File: src/hdl/rv32_isa_pkg.sv
package rv32_isa_pkg;

    // Major opcodes of the memory instructions
    typedef enum logic [6:0] {
        op_load  = 7'b0000011,
        op_store = 7'b0100011
    } opcode_t;

    // Load widths with bit 2 selecting zero extension
    typedef enum logic [2:0] {
        lb  = 3'b000,
        lh  = 3'b001,
        lw  = 3'b010,
        lbu = 3'b100,
        lhu = 3'b101
    } load_funct3_t;

    typedef enum logic [2:0] {
        sb = 3'b000,
        sh = 3'b001,
        sw = 3'b010
    } store_funct3_t;

endpackage : rv32_isa_pkg

File: src/hdl/lsu_pkg.sv
package lsu_pkg;

    localparam int XLEN           = 32;
    localparam int BYTES_PER_WORD = 4;
    localparam int BE_WIDTH       = BYTES_PER_WORD;
    localparam int BYTE_OFS_WIDTH = 2;   // Lane select bits of the address

    // Enable patterns for lane 0
    localparam logic [BE_WIDTH-1:0] BE_BYTE = 4'b0001;
    localparam logic [BE_WIDTH-1:0] BE_HALF = 4'b0011;
    localparam logic [BE_WIDTH-1:0] BE_WORD = 4'b1111;

    // Access FSM encoding
    localparam int STATE_WIDTH = 2;
    localparam logic [STATE_WIDTH-1:0] ST_IDLE    = 2'd0;
    localparam logic [STATE_WIDTH-1:0] ST_ACCESS  = 2'd1;
    localparam logic [STATE_WIDTH-1:0] ST_RESPOND = 2'd2;

    typedef logic [XLEN-1:0]     word_t;
    typedef logic [BE_WIDTH-1:0] be_t;

    // One memory word seen as byte lanes or as halfword lanes
    typedef union packed {
        logic [BYTES_PER_WORD-1:0][7:0]       bytes;
        logic [BYTES_PER_WORD/2-1:0][15:0]    halves;
    } mem_word_u;

endpackage : lsu_pkg

File: src/hdl/access_decode.sv
`timescale 1ns/1ps

module access_decode (
    input  logic                                is_store_i,
    input  logic [2:0]                          funct3_i,
    input  lsu_pkg::word_t                      base_i,
    input  lsu_pkg::word_t                      offset_i,
    input  lsu_pkg::word_t                      store_data_i,
    output lsu_pkg::word_t                      address_o,
    output logic [lsu_pkg::BYTE_OFS_WIDTH-1:0]  byte_ofs_o,
    output lsu_pkg::be_t                        byte_enable_o,
    output lsu_pkg::word_t                      wdata_o,
    output logic                                trap_o
);

    lsu_pkg::word_t                      eff_addr;
    logic [lsu_pkg::BYTE_OFS_WIDTH-1:0]  ofs;
    lsu_pkg::be_t                        size_be;
    logic                                misaligned;
    logic                                bad_funct3;
    lsu_pkg::mem_word_u                  lanes;

    assign eff_addr   = base_i + offset_i;
    assign ofs        = eff_addr[lsu_pkg::BYTE_OFS_WIDTH-1:0];
    assign byte_ofs_o = ofs;
    assign address_o  = {eff_addr[lsu_pkg::XLEN-1:lsu_pkg::BYTE_OFS_WIDTH],
                         {lsu_pkg::BYTE_OFS_WIDTH{1'b0}}};

    // Access size and alignment check
    always_comb begin
        size_be    = lsu_pkg::BE_WORD;
        misaligned = 1'b0;
        bad_funct3 = 1'b0;
        if (is_store_i) begin
            case (rv32_isa_pkg::store_funct3_t'(funct3_i))
                rv32_isa_pkg::sb: size_be = lsu_pkg::BE_BYTE;
                rv32_isa_pkg::sh: begin
                    size_be    = lsu_pkg::BE_HALF;
                    misaligned = ofs[0];
                end
                rv32_isa_pkg::sw: misaligned = |ofs;
                default:          bad_funct3 = 1'b1;
            endcase
        end else begin
            case (rv32_isa_pkg::load_funct3_t'(funct3_i))
                rv32_isa_pkg::lb, rv32_isa_pkg::lbu: size_be = lsu_pkg::BE_BYTE;
                rv32_isa_pkg::lh, rv32_isa_pkg::lhu: begin
                    size_be    = lsu_pkg::BE_HALF;
                    misaligned = ofs[0];
                end
                rv32_isa_pkg::lw: misaligned = |ofs;
                default:          bad_funct3 = 1'b1;
            endcase
        end
    end

    assign trap_o = misaligned | bad_funct3;

    // Move the low store data into the addressed lane
    always_comb begin
        lanes = '0;
        case (size_be)
            lsu_pkg::BE_BYTE: lanes.bytes[ofs]     = store_data_i[7:0];
            lsu_pkg::BE_HALF: lanes.halves[ofs[1]] = store_data_i[15:0];
            default:          lanes                = store_data_i;
        endcase
    end

    assign wdata_o = lanes;

    // Loads and trapped stores write nothing
    assign byte_enable_o = (is_store_i && !trap_o) ? (size_be << ofs) : '0;

endmodule : access_decode

File: src/hdl/load_extract.sv
`timescale 1ns/1ps

module load_extract (
    input  logic [2:0]                          funct3_i,
    input  logic [lsu_pkg::BYTE_OFS_WIDTH-1:0]  byte_ofs_i,
    input  lsu_pkg::word_t                      mem_rdata_i,
    output lsu_pkg::word_t                      load_data_o
);

    lsu_pkg::mem_word_u  rdata_u;
    logic [7:0]          byte_sel;
    logic [15:0]         half_sel;

    assign rdata_u  = mem_rdata_i;
    assign byte_sel = rdata_u.bytes[byte_ofs_i];
    assign half_sel = rdata_u.halves[byte_ofs_i[1]];   // Offset bit 0 is zero here

    always_comb begin
        case (rv32_isa_pkg::load_funct3_t'(funct3_i))
            rv32_isa_pkg::lb: begin
                load_data_o = {{(lsu_pkg::XLEN-8){byte_sel[7]}}, byte_sel};
            end
            rv32_isa_pkg::lh: begin
                load_data_o = {{(lsu_pkg::XLEN-16){half_sel[15]}}, half_sel};
            end
            rv32_isa_pkg::lbu: begin
                load_data_o = {{(lsu_pkg::XLEN-8){1'b0}}, byte_sel};
            end
            rv32_isa_pkg::lhu: begin
                load_data_o = {{(lsu_pkg::XLEN-16){1'b0}}, half_sel};
            end
            rv32_isa_pkg::lw: load_data_o = mem_rdata_i;
            default:          load_data_o = '0;
        endcase
    end

endmodule : load_extract

File: src/hdl/lsu_ctrl.sv
`timescale 1ns/1ps

module lsu_ctrl (
    input  logic                                clk,
    input  logic                                reset_i,
    input  logic                                req_valid_i,
    input  logic                                req_is_store_i,
    input  logic [2:0]                          req_funct3_i,
    input  lsu_pkg::word_t                      address_i,
    input  logic [lsu_pkg::BYTE_OFS_WIDTH-1:0]  byte_ofs_i,
    input  lsu_pkg::be_t                        byte_enable_i,
    input  lsu_pkg::word_t                      wdata_i,
    input  logic                                trap_i,
    input  logic                                mem_resp_i,
    input  lsu_pkg::word_t                      load_data_i,
    output logic                                req_ready_o,
    output logic [2:0]                          funct3_o,
    output logic [lsu_pkg::BYTE_OFS_WIDTH-1:0]  byte_ofs_o,
    output logic                                mem_read_o,
    output logic                                mem_write_o,
    output lsu_pkg::word_t                      mem_address_o,
    output lsu_pkg::be_t                        mem_byte_enable_o,
    output lsu_pkg::word_t                      mem_wdata_o,
    output logic                                rsp_valid_o,
    output lsu_pkg::word_t                      rsp_load_data_o,
    output logic                                rsp_trap_o
);

    logic [lsu_pkg::STATE_WIDTH-1:0]     state_q;
    logic [lsu_pkg::STATE_WIDTH-1:0]     state_d;
    logic                                accept;
    logic                                in_access;

    // Held request
    logic                                is_store_q;
    logic                                trap_q;
    logic [2:0]                          funct3_q;
    logic [lsu_pkg::BYTE_OFS_WIDTH-1:0]  byte_ofs_q;
    lsu_pkg::word_t                      address_q;
    lsu_pkg::be_t                        byte_enable_q;
    lsu_pkg::word_t                      wdata_q;
    lsu_pkg::word_t                      rsp_data_q;

    assign req_ready_o = (state_q == lsu_pkg::ST_IDLE);
    assign accept      = req_valid_i && req_ready_o;
    assign in_access   = (state_q == lsu_pkg::ST_ACCESS);

    always_comb begin
        state_d = state_q;
        case (state_q)
            lsu_pkg::ST_IDLE: begin
                if (accept) begin
                    state_d = trap_i ? lsu_pkg::ST_RESPOND : lsu_pkg::ST_ACCESS;
                end
            end
            lsu_pkg::ST_ACCESS: begin
                if (mem_resp_i) begin
                    state_d = lsu_pkg::ST_RESPOND;
                end
            end
            lsu_pkg::ST_RESPOND: state_d = lsu_pkg::ST_IDLE;   // Single pulse
            default:             state_d = lsu_pkg::ST_IDLE;
        endcase
    end

    always_ff @(posedge clk) begin
        if (reset_i) begin
            state_q <= lsu_pkg::ST_IDLE;
        end else begin
            state_q <= state_d;
        end
    end

    always_ff @(posedge clk) begin
        if (accept) begin
            is_store_q    <= req_is_store_i;
            trap_q        <= trap_i;
            funct3_q      <= req_funct3_i;
            byte_ofs_q    <= byte_ofs_i;
            address_q     <= address_i;
            byte_enable_q <= byte_enable_i;
            wdata_q       <= wdata_i;
            rsp_data_q    <= '0;   // Stays zero for stores and traps
        end else if (in_access && mem_resp_i && !is_store_q) begin
            rsp_data_q    <= load_data_i;
        end
    end

    // Strobes held for the whole access
    assign mem_read_o        = in_access && !is_store_q;
    assign mem_write_o       = in_access && is_store_q;
    assign mem_address_o     = address_q;
    assign mem_byte_enable_o = byte_enable_q;
    assign mem_wdata_o       = wdata_q;

    // To load_extract
    assign funct3_o   = funct3_q;
    assign byte_ofs_o = byte_ofs_q;

    assign rsp_valid_o     = (state_q == lsu_pkg::ST_RESPOND);
    assign rsp_load_data_o = rsp_data_q;
    assign rsp_trap_o      = trap_q;

endmodule : lsu_ctrl

File: src/hdl/lsu_top.sv
`timescale 1ns/1ps

module lsu_top (
    input  logic            clk,
    input  logic            reset_i,

    // Request
    input  logic            req_valid_i,
    input  logic            req_is_store_i,
    input  logic [2:0]      req_funct3_i,
    input  lsu_pkg::word_t  req_base_i,
    input  lsu_pkg::word_t  req_offset_i,
    input  lsu_pkg::word_t  req_store_data_i,
    output logic            req_ready_o,

    // Result
    output logic            rsp_valid_o,
    output lsu_pkg::word_t  rsp_load_data_o,
    output logic            rsp_trap_o,

    // Data memory
    output logic            mem_read_o,
    output logic            mem_write_o,
    output lsu_pkg::word_t  mem_address_o,
    output lsu_pkg::be_t    mem_byte_enable_o,
    output lsu_pkg::word_t  mem_wdata_o,
    input  lsu_pkg::word_t  mem_rdata_i,
    input  logic            mem_resp_i
);

    lsu_pkg::word_t                      dec_address;
    logic [lsu_pkg::BYTE_OFS_WIDTH-1:0]  dec_byte_ofs;
    lsu_pkg::be_t                        dec_byte_enable;
    lsu_pkg::word_t                      dec_wdata;
    logic                                dec_trap;
    logic [2:0]                          held_funct3;
    logic [lsu_pkg::BYTE_OFS_WIDTH-1:0]  held_byte_ofs;
    lsu_pkg::word_t                      load_data;

    access_decode access_decode_i (
        .is_store_i    (req_is_store_i),
        .funct3_i      (req_funct3_i),
        .base_i        (req_base_i),
        .offset_i      (req_offset_i),
        .store_data_i  (req_store_data_i),
        .address_o     (dec_address),
        .byte_ofs_o    (dec_byte_ofs),
        .byte_enable_o (dec_byte_enable),
        .wdata_o       (dec_wdata),
        .trap_o        (dec_trap)
    );

    lsu_ctrl lsu_ctrl_i (
        .clk               (clk),
        .reset_i           (reset_i),
        .req_valid_i       (req_valid_i),
        .req_is_store_i    (req_is_store_i),
        .req_funct3_i      (req_funct3_i),
        .address_i         (dec_address),
        .byte_ofs_i        (dec_byte_ofs),
        .byte_enable_i     (dec_byte_enable),
        .wdata_i           (dec_wdata),
        .trap_i            (dec_trap),
        .mem_resp_i        (mem_resp_i),
        .load_data_i       (load_data),
        .req_ready_o       (req_ready_o),
        .funct3_o          (held_funct3),
        .byte_ofs_o        (held_byte_ofs),
        .mem_read_o        (mem_read_o),
        .mem_write_o       (mem_write_o),
        .mem_address_o     (mem_address_o),
        .mem_byte_enable_o (mem_byte_enable_o),
        .mem_wdata_o       (mem_wdata_o),
        .rsp_valid_o       (rsp_valid_o),
        .rsp_load_data_o   (rsp_load_data_o),
        .rsp_trap_o        (rsp_trap_o)
    );

    load_extract load_extract_i (
        .funct3_i    (held_funct3),
        .byte_ofs_i  (held_byte_ofs),
        .mem_rdata_i (mem_rdata_i),
        .load_data_o (load_data)
    );

endmodule : lsu_top

File: config.mk
export PLATFORM = sky130hd
export DESIGN_NAME = lsu_top
export DESIGN_NICKNAME = d
export VERILOG_FILES = /design/src/hdl/rv32_isa_pkg.sv /design/src/hdl/lsu_pkg.sv /design/src/hdl/access_decode.sv /design/src/hdl/load_extract.sv /design/src/hdl/lsu_ctrl.sv /design/src/hdl/lsu_top.sv
export SDC_FILE = /design/constraint.sdc
export NUM_CORES = 1
export LEC_CHECK = 0
export ABC_AREA = 1
export BUFFER_PORTS_ARGS = -buffer_cell sky130_fd_sc_hd__buf_2
export CORE_UTILIZATION = 52
export DETAILED_ROUTE_END_ITERATION = 8
export PLACE_DENSITY_LB_ADDON = 0.15
export SLEW_MARGIN = 10
export SYNTH_ARGS = -nofsm -noshare
export SYNTH_HDL_FRONTEND = slang
export SYNTH_SLANG_ARGS = --single-unit
File: constraint.sdc
create_clock -name clk -period 3.3 [get_ports clk]
set_clock_uncertainty 0.05 [all_clocks]
set_input_delay 0.99 -clock clk [delete_from_list [all_inputs] [get_ports clk]]
set_output_delay 0.99 -clock clk [all_outputs]
set_load 0.005 [all_outputs]
* Yosys cells after proc, flatten, opt, wreduce, memory -nomap -nowiden *
Cells that the tools add are included.

storage, ports and cells
  register bits after elaboration = 107
  input bits = 136
  output and inout bits = 105
  word-level logic and storage cells = 76

cells by class
  $add $sub $neg = 1
  magnitude comparators = 6
  equality and inequality tests = 14
  shifts and indexed selects = 1
  multiplexer cells = 23
  bitwise gates (word level) = 3
  reduce and logical (&&, ||, !) cells = 19

operator list
  operator                                                    number
  case mux 32 bit (5 select lines)                            1
  bitwise AND 32 bit                                          2
  case mux 32 bit (2 select lines)                            1
  2-to-1 mux 16 bit                                           3
  adder 32 bit                                                1
  binary-select mux 8 bit (select 2 bit)                      1
  demux 16 bit (select 1 bit)                                 1
  demux 8 bit (select 2 bit)                                  1
  2-to-1 mux 8 bit                                            2
  case mux 4 bit (2 select lines)                             2
  == test 3 bit, second input constant                        4
  logical AND 1 bit                                           8
  == test 3 x 1 -> 1 bit, second input constant               2
  == test 3 x 2 -> 1 bit, second input constant               2
  zero test 3 bit                                             2
  less-than comparator 2 x 3 -> 1 bit, second input constant  2
  2-to-1 mux 2 bit                                            3
  OR reduction 2 bit                                          3
  OR reduction 5 bit                                          1
  == test 4 x 1 -> 1 bit, second input constant               1
  == test 4 x 2 -> 1 bit, second input constant               1
  less-than comparator 1 x 2 -> 1 bit, second input constant  2
  2-to-1 mux 1 bit                                            4
  2-to-1 mux 4 bit                                            1
  other kinds (13)                                            16

* Depth between registers and ports, before layout *
Gate-level depths: netlist of run 1.

  depth in word-level cells = 8
  mapped depth = 11
  gate-level depth less buffers = 11

* Cells and area by module *
A second synthesis of run 1 with hierarchy kept.

unflattened totals
  cell total of the unflattened synthesis = 1,117
  area, all modules = 7,790.0 um^2

modules (own cells, without submodules)
  module         times used  cells each  area each (um^2)  sequential area each (um^2)
  lsu_ctrl       1           307         3,824.9           2,932.8
  access_decode  1           611         2,910.3           0.0
  load_extract   1           199         1,054.8           0.0

* Worst setup path after synthesis of run 1 *
No wires, ideal clock.

  path kind = input-to-reg
  start = in req_base_i[0]
  end = reg lsu_ctrl_i.wdata_q[0], in the netlist lsu_ctrl_i.mem_wdata_o[0] (data pin)
  setup time = 0.259 ns
  data arrival time = 2.394 ns
  data required time = 2.991 ns
  path slack = 0.597 ns
  cell stages on the path = 7
  path buffers = 0
  cell sequence = ha_1 > fa_1 > inv_2 > a21oi_4 > inv_2 > a21oi_4 > nor2_1

on the way
  word-level cells in the longest chain between the ends = 7
  elaborated cells on any way between the ends = 14

RTL lines
  element                                                                                  line                                      text
  from (decl)                                                                              lsu_top.sv:11                             input lsu_pkg::word_t req_base_i,
  adder 32 bit *                                                                           access_decode.sv:23                       assign eff_addr = base_i + offset_i;
  via access_decode_i.byte_ofs_o (one bit)                                                 access_decode.sv:10                       output logic [lsu_pkg::BYTE_OFS_WIDTH-1:0] byte_ofs_o,
  less-than comparator 2 x 3 -> 1 bit (not written as such), or another cell as far along  access_decode.sv:63                       lsu_pkg::BE_BYTE: lanes.bytes[ofs] = store_data_i[7:0];
  logical AND 1 bit (on tied branches)                                                     access_decode.sv:63, access_decode.sv:64
  2-to-1 mux 8 bit (not written as such) or 2-to-1 mux 16 bit (tied branches)              access_decode.sv:63, access_decode.sv:64
  demux 8 bit (select 2 bit) or demux 16 bit (select 1 bit) (tied branches)                --
  bitwise AND 32 bit (no source line)                                                      --
  case mux 32 bit (2 select lines) *                                                       access_decode.sv:62                       case (size_be)
  via access_decode_i.wdata_o[0]                                                           access_decode.sv:12                       output lsu_pkg::word_t wdata_o,
  to (signal assigned)                                                                     lsu_ctrl.sv:82                            wdata_q <= wdata_i;
  to (decl)                                                                                lsu_ctrl.sv:41                            lsu_pkg::word_t wdata_q;

Mark *: on every way through the listed nets, which the timed path passes. The rest lies on a longest branch.
A chain may end at the register's enable or synchronous reset.

* Worst setup path after layout of run 1 *
  start = in req_base_i[0]
  end = reg lsu_ctrl_i.wdata_q[30], in the netlist lsu_ctrl_i.mem_wdata_o[30] (data pin)

The elaborated chain is that of the path after synthesis.

==> flow_summary.ini, run 1 <==
[outcome]
status = finished clean

[critical_path]
worst_ep_arrival_time_ns = 2.87
startpoint_type = primary input
end_kind = register
required_ns = 3.43
worstPathMaxFanout = 11
crit_type = in -> reg

[timing]
holdWs_ns = 0.4127
slew_headroom_pct = 52.49
fin_crit_sh_pct = 82.92
slew_viol_final = 0
tns_ns = 0
setup_ws_ns = 0.5637
max_freq_mhz = 365.5
fin_crit_ns = 2.736
finalHoldViolCount = 0
grt_setup_unrepaired = no
tightest_slew_ns = 0.7126
finalSetupViolations = 0

[floorplan]
die_h_um = 119.3
core_um2 = 13350
dieArea_um2 = 14240
ios = 241
start_util_pct = 53.65
die_width_um = 119.3
rows = 42

[yosys]
netlist_instances = 1000
synth-edff-count = 73
avgSynthCellArea_um2 = 7.161
yosysWarnings = 0
async_reset_ff_share_pct = 0
synth.top_cell.area_share_pct = 30.61
yosysMostFrequentCell = nand2_1
yosysUniqueCellTypes = 39
netlist_area_um2 = 7161
synth_ff_type = edfxtp_1
ys_ff_latch = 107
netlist_top_cells_count = nand2_1 (400), inv_1 (148), edfxtp_1 (73), nor2_1 (70), a21oi_1 (53)
yosysTopAreaCell = edfxtp_1
yosysSeqAreaShare_pct = 40.12
synth.area.top_cells = edfxtp_1 (31%), nand2_1 (21%), dfxtp_1 (9.5%)

[finish]
num-nets-final = 1399
drive_gt1_share_pct = 24.35
regArea_um2 = 2873
multi_input_area_um2 = 3513
syn_to_final_growth_pct = 22.79
fill_cells = 1246
antenna_cells = 0

[cts]
cts_setup_buffers = 0
cts_hold_buf = 0
cts_sinks = 107
ctsRootBufferMaster = clkbuf_16
clock_latency_ns = 0.35
cts-buffers-inserted = 9
clk_pin_slew_ns = 0.07
cts.path.max_buffers = 2
cts_resized = 0
cts_tree = yes
cts_max_level = 3

[power]
vdd_drop_max_v = 0.0002392
seqPwrFrac_pct = 43.4
p_sw_share_pct = 30.13
p_per_area_nw_per_um2 = 428.7
p_switching_uw = 1136
leakage_uw = 0.004788
pwr-share-comb_pct = 25.1
internal-power_uw = 2634
clkPwrFrac_pct = 31.5

[routing]
routedWlPerCell_um = 12.82
drc_errors = 0
vias = 7076
routed_via_density = 5.011
firstDrtPassIters = 5
wirelength_um = 18100
drtIter0Drc = 500
antenna_left = 0

[place]
io_buffer_count = 238
hpwl_um = 14260
gp_congestion = 0.9153
dp_slack_ns = 0.2747

[run]
maxCapViolCount = 0

[global_routing]
antenna_found_initial = 0
grt_start_max_net_pins = 52
grt_pass1_vias = 6199
grt_overflow = 0
grt_usage_pct = 25.27
grt_first_pass_wirelength_um = 28550

[min_path]
hold_path_class = reg -> reg
-- stage by stage --
| step | power [uW] | cells | area, um2 | util (%) |
|---|---|---|---|---|
| 6_report | 3769 | 1412 | 8792 | 65.87 |
| 3_5_place_dp | 2609 | 1396 | 8466 | 63.42 |
| 4_1_cts | 3784 | 1412 | 8792 | 65.87 |
| 2_1_floorplan | 2258 | 1001 | 7164 | - |
| 5_1_grt | 3959 | 1412 | 8792 | 65.87 |
| 3_3_place_gp | 2597 | 1396 | 8466 | 63.42 |
-- registers in the layout (all words and copies together) (netlist names) --
register,flops
lsu_ctrl_i.rsp_load_data_o,32
lsu_ctrl_i.mem_address_o,30
lsu_ctrl_i.state_q,2
lsu_ctrl_i.rsp_trap_o,1
lsu_ctrl_i.is_store_q,1
lsu_ctrl_i.mem_wdata_o,32
lsu_ctrl_i.byte_ofs_o,2
lsu_ctrl_i.mem_byte_enable_o,4
lsu_ctrl_i.funct3_o,3
-- worst max-delay path, stage by stage --
cell and delay [ns]:
buf_2 0.10, ha_1 0.22, fa_1 0.58, buf_4 0.20
nand2_1 0.07, nor2_1 0.46, a22oi_1 0.13, o21ai_0 0.12
-- path summary, 6_finish.rpt --
| path | from | end | slack [ns] | cells past startpoint |
|---|---|---|---|---|
| hold reg to reg | lsu_ctrl_i.rsp_load_data_o[1] | lsu_ctrl_i.rsp_load_data_o[1] | 0.41 | 2 |
| setup / recovery | req_base_i[0] | lsu_ctrl_i.mem_wdata_o[30] | 0.56 | 8 |
| setup reg to reg | lsu_ctrl_i.byte_ofs_o[1] | lsu_ctrl_i.rsp_load_data_o[7] | 1.26 | 6 |
| hold / removal | lsu_ctrl_i.rsp_load_data_o[1] | lsu_ctrl_i.rsp_load_data_o[1] | 0.41 | 2 |
-- power by group through the flow --
stage / logic [uW] / registers, uW / clock network, uW
2_1_floorplan: 586 / 1670 / 0
3_3_place_gp: 929 / 1670 / 0
3_5_place_dp: 943 / 1670 / 0
4_1_cts: 948 / 1640 / 1200
5_1_grt: 1060 / 1650 / 1250
6_report: 944 / 1640 / 1190
-- final cells by class --
cell class | instances | area share [%]
flip-flops and latches | 107 | 32.67
inverters | 156 | 6.717
clock buffers | 10 | 2.604
repair buffers | 245 | 14.43
clock inverters | 6 | 1.110
well taps | 176 | 2.505
multi-input cells | 712 | 39.96
-- cells by family after synthesis --
kind of cell	after synthesis	synth area share [%]
simple gates	559	32.31
buf+inv	182	10.94
flops	107	40.12
compound gates	103	8.929
fa+ha+maj	32	5.696
xor+xnor	16	1.957
other cells	1	0.05237
-- cells in the final DEF, fill, tap and decap left out, types with 3 or more instances in the layout --
cell type / synthesis / layout
a32o_1: 8 / 8
nand3_1: 49 / 49
nand2_1: 400 / 400
dfxtp_1: 34 / 34
nor2_1: 70 / 70
inv_1: 148 / 148
inv_2: 7 / 7
o21ai_0: 18 / 18
nor3_1: 8 / 8
edfxtp_1: 73 / 73
ha_1: 31 / 31
clkbuf_16: 0 / 9
o211ai_1: 7 / 7
or2_2: 5 / 5
a21oi_1: 53 / 53
xor2_1: 14 / 14
nand3_2: 13 / 13
a21oi_2: 3 / 3
buf_4: 8 / 5
buf_2: 10 / 238
nand4_1: 3 / 3
a22oi_1: 5 / 5
nand2_2: 6 / 6
-- metal layers --
layer / part of all wire [%] / global-route usage, % / routed length (um) / vias up
li1: - / - / - / 3627
met1: 43 / 31.72 / 7847 / 3158
met2: 48 / 43.86 / 8689 / 257
met3: 5.7 / 2.682 / 1027 / 34
met4: 3.0 / 11.09 / 535 / 0
met5: 0 / 0 / 0 / -
(Power assumes the default switching activity.)
==> run 2, diff against run 1 <==
--- a/config.mk
+++ b/config.mk
@@ -5,9 +5,9 @@
 export SDC_FILE = /design/constraint.sdc
 export NUM_CORES = 1
 export LEC_CHECK = 0
-export ABC_AREA = 1
+export ABC_AREA = 0
 export BUFFER_PORTS_ARGS = -buffer_cell sky130_fd_sc_hd__buf_2
-export CORE_UTILIZATION = 52
+export CORE_UTILIZATION = 50
 export DETAILED_ROUTE_END_ITERATION = 8
 export PLACE_DENSITY_LB_ADDON = 0.15
 export SLEW_MARGIN = 10
==> constraint.sdc (replaced) <==
create_clock -name clk -period 2.8 [get_ports clk]
set_clock_uncertainty 0.05 [all_clocks]
set_input_delay 0.84 -clock clk [delete_from_list [all_inputs] [get_ports clk]]
set_output_delay 0.84 -clock clk [all_outputs]
set_load 0.005 [all_outputs]
==> run 2 against run 1 <==
Net effect: register-to-register slack got worse by 0.52 ns; critical path type unchanged; the run now ends with negative setup slack left; sequential cell count unchanged; non-clock buffer count grew 63; largest cell class unchanged.
==> flow_summary.ini, run 2 <==
[timing]
max_freq_mhz = 342.1
slew_headroom_pct = 30.75
grt_setup_unrepaired = yes
tightest_slew_ns = 1.036
finalSetupViolations = 8
finalHoldViolCount = 0
slew_viol_final = 0
fin_crit_ns = 2.923
fin_crit_sh_pct = 104.4
setup_ws_ns = -0.1230

[critical_path]
critPathLaunch = req_base_i[0]
cp-endpoint = lsu_ctrl_i.mem_address_o[28]
crit_type = in -> reg
worstPathMaxFanout = 2
required_ns = 2.85
startpoint_type = primary input
rr_worst_depth = 7
rrSetupSlack_ns = 0.74
timing.rr.start = lsu_ctrl_i.byte_ofs_o[1]
worst_ep_arrival_time_ns = 2.97
end_kind = register
r2r-end = lsu_ctrl_i.rsp_load_data_o[25]

[routing]
antenna_left = 0
wirelength_um = 17140
vias = 6013
drc_errors = 0
routed_via_density = 5.486
routedWlPerCell_um = 15.64
drtIter0Drc = 448
firstDrtPassIters = 5

[floorplan]
dieArea_um2 = 12850
ios = 241
die_h_um = 113.4
die_width_um = 113.4
start_util_pct = 51.41
rows = 40
core_um2 = 12060

[finish]
drive_gt1_share_pct = 39.01
syn_to_final_growth_pct = 36.04
fin_area_um2 = 8436
final_cell_mix = buf_2 (236), nor2_1 (91), a21oi_1 (88), edfxtp_1 (73), buf_4 (67)
final_common_cell = buf_2
fin_util_pct = 69.94
num-nets-final = 1091
fill_cells = 964
multi_input_area_um2 = 3278
antenna_cells = 0
regArea_um2 = 2873

[yosys]
yosysUniqueCellTypes = 68
yosysSeqAreaShare_pct = 46.33
netlist_instances = 635
netlist_area_um2 = 6201
synth_ff_type = edfxtp_1
yosysWarnings = 0
ys_ff_latch = 107
netlist_top_cells_count = nor2_1 (92), a21oi_1 (88), edfxtp_1 (73), nand2_1 (35), dfxtp_1 (34)
synth-edff-count = 73
avgSynthCellArea_um2 = 9.765
async_reset_ff_share_pct = 0
yosysTopAreaCell = edfxtp_1
synth.area.top_cells = edfxtp_1 (35%), dfxtp_1 (11%), a21oi_1 (7.1%)
synth.top_cell.area_share_pct = 35.35
yosysMostFrequentCell = nor2_1

[power]
leakage_uw = 0.003733
vdd_drop_max_v = 0.0002481
p_per_area_nw_per_um2 = 505.8

[cts]
cts_max_level = 3
ctsRootBufferMaster = clkbuf_16
cts.path.max_buffers = 2
cts-buffers-inserted = 9
clock_latency_ns = 0.35
cts_sinks = 107
clk_pin_slew_ns = 0.07
cts_tree = yes

[place]
dp_slack_ns = -0.5719
dpl-instance-area_um2 = 8034
io_buffer_count = 238
gp_congestion = 0.9299
hpwl_um = 13190

[outcome]
status = finished with violations
violations = negative setup slack

[global_routing]
grt_first_pass_wirelength_um = 26940
grt_overflow = 0
grt_usage_pct = 26.46
grt_start_max_net_pins = 31
grt_pass1_vias = 5665
antenna_found_initial = 0

[min_path]
hold_start = lsu_ctrl_i.rsp_load_data_o[13]
hold_path_class = reg -> reg

[run]
maxCapViolCount = 0
[run 2: worst min path at each step]
stage	cells past startpoint	slack, ns	endpoint
finish	2	0.43	lsu_ctrl_i.rsp_load_data_o[13]
global placement	2	0.40	lsu_ctrl_i.rsp_load_data_o[14]
floorplan	2	0.40	lsu_ctrl_i.rsp_load_data_o[13]
global route	2	0.46	lsu_ctrl_i.rsp_load_data_o[12]
CTS	2	0.43	lsu_ctrl_i.rsp_load_data_o[13]
detailed placement	2	0.42	lsu_ctrl_i.rsp_load_data_o[13]
[run 2: layout make-up]
class                           count  area share [%]
Multi-Input combinational cell    487           38.86
Sequential cell                   107           34.06
Timing Repair Buffer              308           20.94
Clock buffer                        9           2.670
Tap cell                          168           2.492
Clock inverter                      7          0.5340
Inverter                           10          0.4450
[run 2: per-stage QoR]
stage	power, uW	setup TNS [ns]	hold WS [ns]	instances
2_1_floorplan	2563	-0.8945	0.4027	636
3_3_place_gp	3040	-6.944	0.3994	1075
3_5_place_dp	3073	-8.485	0.4180	1075
4_1_cts	4268	-0.1661	0.4275	1095
5_1_grt	4458	-0.9390	0.4604	1096
6_report	4267	-0.5519	0.4256	1096
[run 2: logic make-up after synthesis]
logic type,Yosys count,synth area share [%]
AOI/OAI and AO/OA,207,21.89
xor gates and xnor gates,30,4.237
adders and majority gates,32,6.578
buffers and inverters,42,2.744
DFF,107,46.33
muxes,11,2.300
other,1,0.06047
and+or+nand+nor,205,15.86
[run 2: routing by layer]
layer / global-route usage [%] / routed length [um] / up-vias
met2: 45.07 / 8384 / 257
met5: 0 / 0 / -
met4: 11.75 / 439 / 0
li1: - / - / 2933
met1: 33.44 / 7230 / 2783
met3: 3.856 / 1085 / 40
[run 2: power by group]
part | switching [uW] | leakage, uW | internal [uW] | total [uW]
sequential | 52.5 | 0.000981 | 1870 | 1920
combinational | 606 | 0.00263 | 556 | 1160
clock | 581 | 0.000125 | 599 | 1180
total | 1240 | 0.00373 | 3030 | 4270
[run 2: worst max-delay path: stages]
cell      delay (ns)
buf_6           0.10
ha_4            0.15
fa_2            0.34
a21o_2          0.22
a221o_1         0.36
a211oi_4        0.34
nor2_2          0.09
a32oi_2         0.28
o31ai_2         0.09
xor2_1          0.15
[run 2: timing repair]
action / 4_1_cts / 5_1_grt
endpoints found under the setup margin: 7 / 14
hold buffers: 0 / 0
buffers inserted: 4 / 1
resized for setup: 10 / 5
pin swaps: 10 / 3
